### src/include/rv_defines.svh
// RV32I core constants; the core supports only a 32-bit data path and 32 registers
`ifndef RV_DEFINES_SVH
`define RV_DEFINES_SVH

// Data and address width
`define RV_XLEN 32

// Size of the integer register file
`define RV_NREGS 32

// Program counter value after reset
`define RV_RESET_PC 32'h0000_0000

// Write-back source codes carried in CtrlSig.WbSel
`define RV_WB_ALU 2'd0
`define RV_WB_MEM 2'd1
`define RV_WB_PC4 2'd2

`endif

### src/rtl/types.sv
// Shared core types; widths follow rv_defines.svh, which must be on the include path
`include "rv_defines.svh"

package types;

    typedef logic [`RV_XLEN-1:0]          Word;
    typedef logic [`RV_XLEN-1:0]          Addr;
    typedef logic [31:0]                  Inst;
    typedef logic [$clog2(`RV_NREGS)-1:0] RegIdx;

    typedef enum logic [6:0] {
        OpCode_LUI    = 7'b0110111,
        OpCode_AUIPC  = 7'b0010111,
        OpCode_JAL    = 7'b1101111,
        OpCode_JALR   = 7'b1100111,
        OpCode_LOAD   = 7'b0000011,
        OpCode_STORE  = 7'b0100011,
        OpCode_OP     = 7'b0110011,
        OpCode_OP_IMM = 7'b0010011,
        OpCode_BRANCH = 7'b1100011
    } OpCode;

    typedef enum logic [3:0] {
        AluOp_ADD, AluOp_SUB, AluOp_SLL, AluOp_SLT, AluOp_SLTU, AluOp_XOR,
        AluOp_SRL, AluOp_SRA, AluOp_OR, AluOp_AND, AluOp_PassB, AluOp_Unknown
    } AluOp;

    typedef enum logic [1:0] {
        BusState_Idle = 2'd0,
        BusState_Wait = 2'd1,
        BusState_Done = 2'd2
    } BusState;

    typedef struct packed {
        logic       MemRd;
        logic       MemWr;
        logic       IsJump;
        logic       IsJalr;
        logic       IsBranch;
        logic       AluSrcA;  // 1 selects PC
        logic       AluSrcB;  // 1 selects immediate
        logic       RegWr;
        logic [1:0] WbSel;
    } CtrlSig;

    typedef struct packed {
        logic Cyc;
        logic Stb;
        logic We;
        Addr  Adr;
        Word  DatW;
    } WbMaster;

    typedef struct packed {
        logic Ack;
        Word  DatR;
    } WbSlave;

    typedef struct packed {
        logic  Valid;
        Addr   Pc;
        RegIdx Rd;
        logic  RdWr;
        Word   RdData;
    } RetireInfo;

endpackage

### src/rtl/Controller_RV32I.sv
// Combinational RV32I decoder; only word loads and stores, no FENCE, SYSTEM or CSR opcodes
`include "rv_defines.svh"

module Controller_RV32I (
    input  types::Inst    i_Inst,        // Instruction word
    output types::CtrlSig o_Ctrl,        // Control bundle for the datapath
    output types::AluOp   o_AluControl,  // ALU operation
    output logic          o_Illegal      // Encoding not supported
);

    logic IsIllegal;
    logic IsADD, IsSUB, IsSLL, IsSLT, IsSLTU, IsXOR, IsSRL, IsSRA, IsOR, IsAND;
    logic IsADDI, IsSLLI, IsSLTI, IsSLTIU, IsXORI, IsSRLI, IsSRAI, IsORI, IsANDI;
    logic IsLUI, IsAUIPC, IsJAL, IsJALR, IsLW, IsSW;
    logic IsBEQ, IsBNE, IsBLT, IsBGE, IsBLTU, IsBGEU;
    logic IsTypeR;
    logic IsTypeI;

    logic [2:0] funct3;
    assign funct3 = i_Inst[14:12];

    always_comb begin
        {IsADD, IsSUB, IsSLL, IsSLT, IsSLTU, IsXOR, IsSRL, IsSRA, IsOR, IsAND} = '0;
        {IsADDI, IsSLLI, IsSLTI, IsSLTIU, IsXORI, IsSRLI, IsSRAI, IsORI, IsANDI} = '0;
        {IsLUI, IsAUIPC, IsJAL, IsJALR, IsLW, IsSW} = '0;
        {IsBEQ, IsBNE, IsBLT, IsBGE, IsBLTU, IsBGEU} = '0;
        IsIllegal = 1'b0;

        case (i_Inst[6:0])
            types::OpCode_LUI:   IsLUI = 1'b1;
            types::OpCode_AUIPC: IsAUIPC = 1'b1;
            types::OpCode_JAL:   IsJAL = 1'b1;
            types::OpCode_JALR:  IsJALR = 1'b1;
            types::OpCode_LOAD:
                if (funct3 == 3'b010) IsLW = 1'b1;
                else IsIllegal = 1'b1;  // Byte and halfword loads
            types::OpCode_STORE:
                if (funct3 == 3'b010) IsSW = 1'b1;
                else IsIllegal = 1'b1;
            types::OpCode_OP:
                case (funct3)
                    3'b000: if (i_Inst[30]) IsSUB = 1'b1;
                            else IsADD = 1'b1;
                    3'b001: IsSLL = 1'b1;
                    3'b010: IsSLT = 1'b1;
                    3'b011: IsSLTU = 1'b1;
                    3'b100: IsXOR = 1'b1;
                    3'b101: if (i_Inst[30]) IsSRA = 1'b1;
                            else IsSRL = 1'b1;
                    3'b110: IsOR = 1'b1;
                    default: IsAND = 1'b1;
                endcase
            types::OpCode_OP_IMM:
                case (funct3)
                    3'b000: IsADDI = 1'b1;
                    3'b001: IsSLLI = 1'b1;
                    3'b010: IsSLTI = 1'b1;
                    3'b011: IsSLTIU = 1'b1;
                    3'b100: IsXORI = 1'b1;
                    3'b101: if (i_Inst[30]) IsSRAI = 1'b1;  // Bit 30 set is arithmetic
                            else IsSRLI = 1'b1;
                    3'b110: IsORI = 1'b1;
                    default: IsANDI = 1'b1;
                endcase
            types::OpCode_BRANCH:
                case (funct3)
                    3'b000:  IsBEQ = 1'b1;
                    3'b001:  IsBNE = 1'b1;
                    3'b100:  IsBLT = 1'b1;
                    3'b101:  IsBGE = 1'b1;
                    3'b110:  IsBLTU = 1'b1;
                    3'b111:  IsBGEU = 1'b1;
                    default: IsIllegal = 1'b1;
                endcase
            default: IsIllegal = 1'b1;
        endcase
    end

    // Branches reuse the ALU as comparator with SUB for equality and SLT/SLTU for ordering
    always_comb begin
        if (IsADD | IsADDI | IsAUIPC | IsJAL | IsJALR | IsLW | IsSW)
            o_AluControl = types::AluOp_ADD;
        else if (IsSUB | IsBEQ | IsBNE)
            o_AluControl = types::AluOp_SUB;
        else if (IsSLL | IsSLLI)
            o_AluControl = types::AluOp_SLL;
        else if (IsSLT | IsSLTI | IsBLT | IsBGE)
            o_AluControl = types::AluOp_SLT;
        else if (IsSLTU | IsSLTIU | IsBLTU | IsBGEU)
            o_AluControl = types::AluOp_SLTU;
        else if (IsXOR | IsXORI)
            o_AluControl = types::AluOp_XOR;
        else if (IsSRL | IsSRLI)
            o_AluControl = types::AluOp_SRL;
        else if (IsSRA | IsSRAI)
            o_AluControl = types::AluOp_SRA;
        else if (IsOR | IsORI)
            o_AluControl = types::AluOp_OR;
        else if (IsAND | IsANDI)
            o_AluControl = types::AluOp_AND;
        else if (IsLUI)
            o_AluControl = types::AluOp_PassB;
        else
            o_AluControl = types::AluOp_Unknown;
    end

    always_comb begin
        IsTypeR = IsADD | IsSUB | IsSLL | IsSLT | IsSLTU | IsXOR | IsSRL | IsSRA |
                  IsOR | IsAND;
        IsTypeI = IsADDI | IsSLLI | IsSLTI | IsSLTIU | IsXORI | IsSRLI | IsSRAI |
                  IsORI | IsANDI;

        o_Ctrl.MemRd    = IsLW;
        o_Ctrl.MemWr    = IsSW;
        o_Ctrl.IsJump   = IsJAL | IsJALR;
        o_Ctrl.IsJalr   = IsJALR;
        o_Ctrl.IsBranch = IsBEQ | IsBNE | IsBLT | IsBGE | IsBLTU | IsBGEU;
        o_Ctrl.AluSrcA  = IsAUIPC | IsJAL;
        o_Ctrl.AluSrcB  = IsTypeI | IsLUI | IsAUIPC | IsJAL | IsJALR | IsLW | IsSW;
        o_Ctrl.RegWr    = IsTypeR | IsTypeI | IsLUI | IsAUIPC | IsJAL | IsJALR | IsLW;

        if (IsLW)
            o_Ctrl.WbSel = `RV_WB_MEM;
        else if (IsJAL | IsJALR)
            o_Ctrl.WbSel = `RV_WB_PC4;  // Link address
        else
            o_Ctrl.WbSel = `RV_WB_ALU;

        o_Illegal = IsIllegal;
    end

endmodule

### src/rtl/Alu.sv
// Combinational RV32I ALU; shift amount is the low five bits of operand B
module Alu (
    input  types::Word  i_A,
    input  types::Word  i_B,
    input  types::AluOp i_Op,
    output types::Word  o_Result
);

    logic [4:0] shamt;
    logic       lessSigned;
    logic       lessUnsigned;

    assign shamt        = i_B[4:0];
    assign lessSigned   = $signed(i_A) < $signed(i_B);
    assign lessUnsigned = i_A < i_B;

    always_comb begin
        case (i_Op)
            types::AluOp_ADD:   o_Result = i_A + i_B;
            types::AluOp_SUB:   o_Result = i_A - i_B;
            types::AluOp_SLL:   o_Result = i_A << shamt;
            types::AluOp_SLT:   o_Result = types::Word'(lessSigned);
            types::AluOp_SLTU:  o_Result = types::Word'(lessUnsigned);
            types::AluOp_XOR:   o_Result = i_A ^ i_B;
            types::AluOp_SRL:   o_Result = i_A >> shamt;
            types::AluOp_SRA:   o_Result = $signed(i_A) >>> shamt;  // Sign fill
            types::AluOp_OR:    o_Result = i_A | i_B;
            types::AluOp_AND:   o_Result = i_A & i_B;
            types::AluOp_PassB: o_Result = i_B;
            default:            o_Result = '0;
        endcase
    end

endmodule

### src/rtl/RegisterFile.sv
// Integer register file with two asynchronous reads and one clocked write; x0 reads zero
`include "rv_defines.svh"

module RegisterFile (
    input  logic         i_Clock,
    input  logic         i_rst,
    input  types::RegIdx i_RdA,
    input  types::RegIdx i_RdB,
    output types::Word   o_DataA,
    output types::Word   o_DataB,
    input  logic         i_WrEn,
    input  types::RegIdx i_WrIdx,
    input  types::Word   i_WrData
);

    types::Word regs [`RV_NREGS];

    always_ff @(posedge i_Clock) begin
        if (i_rst) begin
            for (int i = 0; i < `RV_NREGS; i++)
                regs[i] <= '0;
        end else if (i_WrEn && i_WrIdx != '0) begin
            regs[i_WrIdx] <= i_WrData;  // x0 is never written
        end
    end

    assign o_DataA = (i_RdA == '0) ? '0 : regs[i_RdA];
    assign o_DataB = (i_RdB == '0) ? '0 : regs[i_RdB];

endmodule

### src/rtl/DataBusMaster.sv
// Wishbone classic master for one word access at a time; no burst, no error or retry
module DataBusMaster (
    input  logic           i_Clock,
    input  logic           i_rst,
    input  logic           i_Req,   // Access request from the core
    input  logic           i_We,
    input  types::Addr     i_Adr,
    input  types::Word     i_DatW,
    output logic           o_Done,  // One-cycle completion pulse
    output types::Word     o_DatR,
    output types::WbMaster o_Wb,
    input  types::WbSlave  i_Wb
);

    types::BusState state;
    types::Addr     adrQ;
    types::Word     datWQ;
    types::Word     datRQ;
    logic           weQ;

    always_ff @(posedge i_Clock) begin
        if (i_rst) begin
            state <= types::BusState_Idle;
        end else begin
            case (state)
                types::BusState_Idle: if (i_Req) state <= types::BusState_Wait;
                types::BusState_Wait: if (i_Wb.Ack) state <= types::BusState_Done;
                default:              state <= types::BusState_Idle;
            endcase
        end
    end

    // Request is latched so the bus stays stable while the slave stalls
    always_ff @(posedge i_Clock) begin
        if (state == types::BusState_Idle && i_Req) begin
            adrQ  <= i_Adr;
            weQ   <= i_We;
            datWQ <= i_DatW;
        end
        if (state == types::BusState_Wait && i_Wb.Ack)
            datRQ <= i_Wb.DatR;
    end

    assign o_Wb.Cyc  = (state == types::BusState_Wait);
    assign o_Wb.Stb  = (state == types::BusState_Wait);
    assign o_Wb.We   = (state == types::BusState_Wait) && weQ;
    assign o_Wb.Adr  = adrQ;
    assign o_Wb.DatW = datWQ;

    assign o_Done = (state == types::BusState_Done);
    assign o_DatR = datRQ;

endmodule

### src/rtl/Processor_RV32I.sv
// Single-cycle RV32I core; combinational instruction port, halts for good on an illegal encoding
`include "rv_defines.svh"

module Processor_RV32I (
    input  logic             i_Clock,
    input  logic             i_rst,
    output types::Addr       o_InstAddr,
    input  types::Inst       i_Inst,
    output types::WbMaster   o_Wb,
    input  types::WbSlave    i_Wb,
    output types::RetireInfo o_Retire,
    output logic             o_Halted
);

    types::Addr       pc;
    logic             halted;
    types::RetireInfo retireQ;

    types::CtrlSig ctrl;
    types::AluOp   aluOp;
    logic          illegal;

    types::RegIdx rs1, rs2, rd;
    types::Word   rs1Data, rs2Data;
    types::Word   imm, aluA, aluB, aluRes, wbData, busDatR;
    types::Addr   pcPlus4, jumpTarget, nextPc;
    logic         brTaken, busDone, busReq, retireNow, rdWrEff;

    assign rs1 = i_Inst[19:15];
    assign rs2 = i_Inst[24:20];
    assign rd  = i_Inst[11:7];

    Controller_RV32I ctrl0 (
        .i_Inst(i_Inst), .o_Ctrl(ctrl), .o_AluControl(aluOp), .o_Illegal(illegal));

    RegisterFile rf0 (
        .i_Clock(i_Clock), .i_rst(i_rst), .i_RdA(rs1), .i_RdB(rs2),
        .o_DataA(rs1Data), .o_DataB(rs2Data), .i_WrEn(retireNow & ctrl.RegWr),
        .i_WrIdx(rd), .i_WrData(wbData));

    always_comb begin
        case (i_Inst[6:0])
            types::OpCode_STORE:
                imm = {{20{i_Inst[31]}}, i_Inst[31:25], i_Inst[11:7]};
            types::OpCode_BRANCH:
                imm = {{19{i_Inst[31]}}, i_Inst[31], i_Inst[7], i_Inst[30:25],
                       i_Inst[11:8], 1'b0};
            types::OpCode_LUI, types::OpCode_AUIPC:
                imm = {i_Inst[31:12], 12'b0};
            types::OpCode_JAL:
                imm = {{11{i_Inst[31]}}, i_Inst[31], i_Inst[19:12], i_Inst[20],
                       i_Inst[30:21], 1'b0};
            default:
                imm = {{20{i_Inst[31]}}, i_Inst[31:20]};  // I-type
        endcase
    end

    assign aluA = ctrl.AluSrcA ? pc : rs1Data;
    assign aluB = ctrl.AluSrcB ? imm : rs2Data;

    Alu alu0 (.i_A(aluA), .i_B(aluB), .i_Op(aluOp), .o_Result(aluRes));

    // funct3[2] picks an ordering compare over equality, funct3[0] negates it
    assign brTaken = (i_Inst[14] ? aluRes[0] : (aluRes == '0)) ^ i_Inst[12];

    assign pcPlus4    = pc + 32'd4;
    assign jumpTarget = {aluRes[31:1], aluRes[0] & ~ctrl.IsJalr};

    always_comb begin
        if (ctrl.IsJump)
            nextPc = jumpTarget;
        else if (ctrl.IsBranch && brTaken)
            nextPc = pc + imm;
        else
            nextPc = pcPlus4;
    end

    assign busReq = ~halted & (ctrl.MemRd | ctrl.MemWr);

    DataBusMaster bus0 (
        .i_Clock(i_Clock), .i_rst(i_rst), .i_Req(busReq), .i_We(ctrl.MemWr),
        .i_Adr(aluRes), .i_DatW(rs2Data), .o_Done(busDone), .o_DatR(busDatR),
        .o_Wb(o_Wb), .i_Wb(i_Wb));

    always_comb begin
        case (ctrl.WbSel)
            `RV_WB_MEM: wbData = busDatR;
            `RV_WB_PC4: wbData = pcPlus4;
            default:    wbData = aluRes;
        endcase
    end

    // Memory instructions wait for the bus to finish
    assign retireNow = ~halted & ~illegal & (~busReq | busDone);
    assign rdWrEff   = ctrl.RegWr && rd != '0;

    always_ff @(posedge i_Clock) begin
        if (i_rst) begin
            pc             <= `RV_RESET_PC;
            halted         <= 1'b0;
            retireQ.Valid  <= 1'b0;
        end else begin
            if (retireNow)
                pc <= nextPc;
            if (illegal)
                halted <= 1'b1;  // Sticky until reset
            retireQ.Valid <= retireNow;
            if (retireNow) begin
                retireQ.Pc     <= pc;
                retireQ.Rd     <= rd;
                retireQ.RdWr   <= rdWrEff;
                retireQ.RdData <= rdWrEff ? wbData : '0;
            end
        end
    end

    assign o_InstAddr = pc;
    assign o_Retire   = retireQ;
    assign o_Halted   = halted;

endmodule

### config.mk
export PLATFORM = sky130hd
export DESIGN_NAME = Processor_RV32I
export DESIGN_NICKNAME = d
export VERILOG_FILES = /design/src/rtl/types.sv /design/src/rtl/Controller_RV32I.sv /design/src/rtl/Alu.sv /design/src/rtl/RegisterFile.sv /design/src/rtl/DataBusMaster.sv /design/src/rtl/Processor_RV32I.sv
export VERILOG_INCLUDE_DIRS = /design/src /design/src/include
export SDC_FILE = /design/constraint.sdc
export NUM_CORES = 2
export LEC_CHECK = 0
export ABC_AREA = 1
export BUFFER_PORTS_ARGS = -buffer_cell sky130_fd_sc_hd__clkbuf_2
export CORE_ASPECT_RATIO = 1.5
export CORE_MARGIN = 5
export CORE_UTILIZATION = 47
export DETAILED_ROUTE_END_ITERATION = 8
export HOLD_SLACK_MARGIN = 0.05
export PLACE_DENSITY = 0.63
export SLEW_MARGIN = 20
export SYNTH_ARGS = -nofsm -noshare
export SYNTH_HDL_FRONTEND = slang
export SYNTH_SLANG_ARGS = --single-unit
### constraint.sdc
create_clock -name i_Clock -period 12.7 [get_ports i_Clock]
set_clock_uncertainty 0.1 [all_clocks]
set_input_delay 3.81 -clock i_Clock [delete_from_list [all_inputs] [get_ports i_Clock]]
set_output_delay 3.81 -clock i_Clock [all_outputs]
set_load 0.005 [all_outputs]
==> flow_summary.yaml <==
outcome:
  outcome: "complete, no violations"
worst_setup_path:
  end_kind: "register"
  path_max_fanout: 107
  crit_path_frequent_cell: "nand2_1"
  timing.rr.start: "rf0.regs[25][27]$_SDFFCE_PN0P_"
  worstReg2RegEnd: "o_InstAddr[7]$_SDFFE_PP0P_"
  critPathTopFamily: "simple AND/OR/NAND/NOR gates"
  rrSetupSlack_ps: 5580
  ff2ff_path_depth: 35
  cp.arrival_ps: 11870
  critPathLaunchType: "input port"
  crit_type: "in -> reg"
  cp_slowest_cell: "o21ai_0"
  max_stage_delay_ps: 730
  required_ps: 13330
  path_buf_inv: 7
min_path:
  min_from: "o_InstAddr[1]$_SDFFE_PP0P_"
  hold_path_end: "o_InstAddr[1]$_SDFFE_PP0P_"
  min_path_cells: 2
  worst_hold_path_type: "reg -> reg"
synth:
  yosys-top-cells-count: "2016 x nand2_1, 1711 x nor2_1, 1191 x edfxtp_1, 1009 x nand3_1, 821 x o21ai_0"
  synth.top_cell.area_share: 0.4689
  synth.most_common_cell: "nand2_1"
  synth.area.top_cells: "edfxtp_1 47%, nand2_1 9.9%, nor2_1 8.4%"
  yosysSeqAreaShare: 0.4784
  async_reset_ff_frac: 0
  avgSynthCellArea_um2: 7.765
  syn_inst: 9822
  synth-edff-count: 1191
  ys_warn_count: 0
  syn_area_um2: 76270
  yosysUniqueCellTypes: 59
  synth_ff_type: "edfxtp_1"
  ys_ff_latch: 1227
  synth_top_area_cell: "edfxtp_1"
drt:
  detail-route-antenna-nets: 0
  drt_iter0_markers: 10610
  vias: 75110
  vias_per_cell: 6.293
  wl_mm: 367.1
  drtPass1Iterations: 9
  drc: 0
  post_drt_wl_per_cell_um: 30.76
global_route:
  grt_pass1_vias: 70900
  grt_max_degree: 162
  use_met1: 0.4669
  grt_pass1_wl_mm: 510.8
  top_usage_layer: "met2"
  use_met3: 0.09791
  met2_usage: 0.6736
  antenna_found_initial: 14
  overflow: 0
  grt_use_total: 0.4135
floorplanning:
  placementRows: 181
  initial_utilization: 0.4717
  die-area_um2: 170600
  die_x_um: 338.9
  num_io_pins: 238
  die_y_um: 503.4
  core_area_um2: 161700
timing:
  worst_pin_slew_ps: 1320
  fin_tns_setup_ps: 0
  max_slew_margin: 0.1167
  timing.fmax_mhz: 88.98
  finalSetupViolations: 0
  report.final.slew_viol_count: 0
  rsz0062_at_grt: "no"
  finalCritPeriodShare: 0.8849
  hold_viol: 0
  period_minus_slack_ps: 11240
cells_and_area:
  area_growth_pct: 9.928
  drive_above_1_share: 0.08885
  layout.nets: 9919
  finish.instance_area_um2: 83840
  fillers: 15590
  final_core_util: 0.5185
placed_design:
  placed_cell_area_um2: 79910
  numPortBuffers: 237
  dp_hpwl_mm: 253.4
  gp_congestion: 1.089
clock_tree:
  cts.sinks: 1227
  post_cts_buffers: 0
  numCtsBuffers: 121
  root_buffer: "clkbuf_16"
  hold_buffers: 0
  post_cts_resized: 0
  clk_pin_slew_ps: 70
  cts-htree-levels: 3
  cts_tree: "built"
  cts.path.max_buffers: 3
  clk_latency_ps: 810
run:
  maxCapViolCount: 0
power:
  p_leak_uw: 0.03309
  ir_drop_v: 0.0001260
  power_density_nw_per_um2: 128.1
==> worst reg2reg max path, delay by kind of cell, from the launching register on <==
kind                     cells  cell delay [ps]
AND/OR/NAND/NOR             19             3740
buffers and inverters        6              750
flip-flops                   1              360
XOR/XNOR                     1              210
AO/OA/AOI/OAI                8             1470
adder cells (fa/ha/maj)      1              420
==> registers in the layout, summed over array words and instances, names as in the netlist <==
register,flops
rf0.regs,1024
o_Retire,71
bus0.o_DatR,32
o_InstAddr,32
bus0.adrQ,32
bus0.datWQ,32
o_Halted,1
bus0.weQ,1
bus0.state,2
==> where the power goes <==
part	switching, uW	internal [uW]	total, uW
logic	1860	587	2440
clock network	1690	1980	3670
registers	67.4	4560	4630
==> placed cells by master (no fill, tap or decap), drive strengths merged, types with 4 or more instances in the layout <==
cell / instances
bufinv: 8
nand4: 90
o21bai: 10
ha: 130
diode: 6
nand3b: 6
a31oi: 10
o22ai: 68
clkbuf: 396
nand3: 1015
o221ai: 20
edfxtp: 1191
o211ai: 260
xnor2: 22
o21a: 4
a211oi: 5
conb: 32
o21ai: 855
o2111ai: 8
nor2: 1729
a21o: 8
or2: 36
xor2: 38
clkinv: 51
a21oi: 578
nand2: 2039
inv: 810
nor4: 9
a221oi: 39
nor3: 32
dfxtp: 36
buf: 271
==> stage by stage <==
step           hold slack (ps)  cells  worst slack, ps  total power, uW
3_3_place_gp             517.0  11700            999.5             7055
2_1_floorplan            409.1   9853             1663             6091
4_1_cts                  538.4  11930             1915            10660
6_report                 537.5  11940             1461            10740
5_1_grt                  548.3  11930             1355            11050
3_5_place_dp             525.6  11700             1085             7058
==> worst max path at each step <==
stage,start,cells past startpoint,to,slack [ps]
after floorplan,i_Inst[1],20,rf0.regs[13][0]$_SDFFCE_PN0P_,1660
after global placement,i_Inst[15],41,o_InstAddr[15]$_SDFFE_PP0P_,1000
after detailed placement,i_Inst[15],41,o_InstAddr[7]$_SDFFE_PP0P_,1080
after CTS,i_Inst[15],41,o_InstAddr[7]$_SDFFE_PP0P_,1910
after global routing,i_Inst[15],41,o_InstAddr[7]$_SDFFE_PP0P_,1360
final,i_Inst[15],41,o_InstAddr[7]$_SDFFE_PP0P_,1460
==> routing by layer <==
metal / vias up / part of all wire
met1: 35830 / 0.33
met5: - / 0.00023
li1: 32830 / -
met2: 5168 / 0.46
met3: 1266 / 0.11
met4: 12 / 0.099
==> area by class of cell <==
class / count / area (um2) / area share
diodes: 6 / 15.01 / 0.0001791
clock buffers: 167 / 3302 / 0.03938
clock inverters: 62 / 611.8 / 0.007297
inverters: 810 / 3059 / 0.03649
multi-input cells: 7059 / 34000 / 0.4055
flip-flops and latches: 1227 / 36490 / 0.4352
well taps: 2104 / 2633 / 0.03140
repair buffers: 500 / 3736 / 0.04456
==> cells by family (layout without fill, tap and decap cells) <==
kind of cell / Yosys count / in the layout / synth area share
AND/OR/NAND/NOR: 4957 / 4957 / 0.2685
adder cells (fa/ha/maj): 133 / 133 / 0.02211
buffers and inverters: 1567 / 1539 / 0.08575
AO/OA/AOI/OAI: 1877 / 1877 / 0.1384
XOR/XNOR: 60 / 60 / 0.006890
other: 1 / 38 / 0.00004917
flip-flops: 1227 / 1227 / 0.4784
No activity file was read; power rests on OpenSTA's default activity.
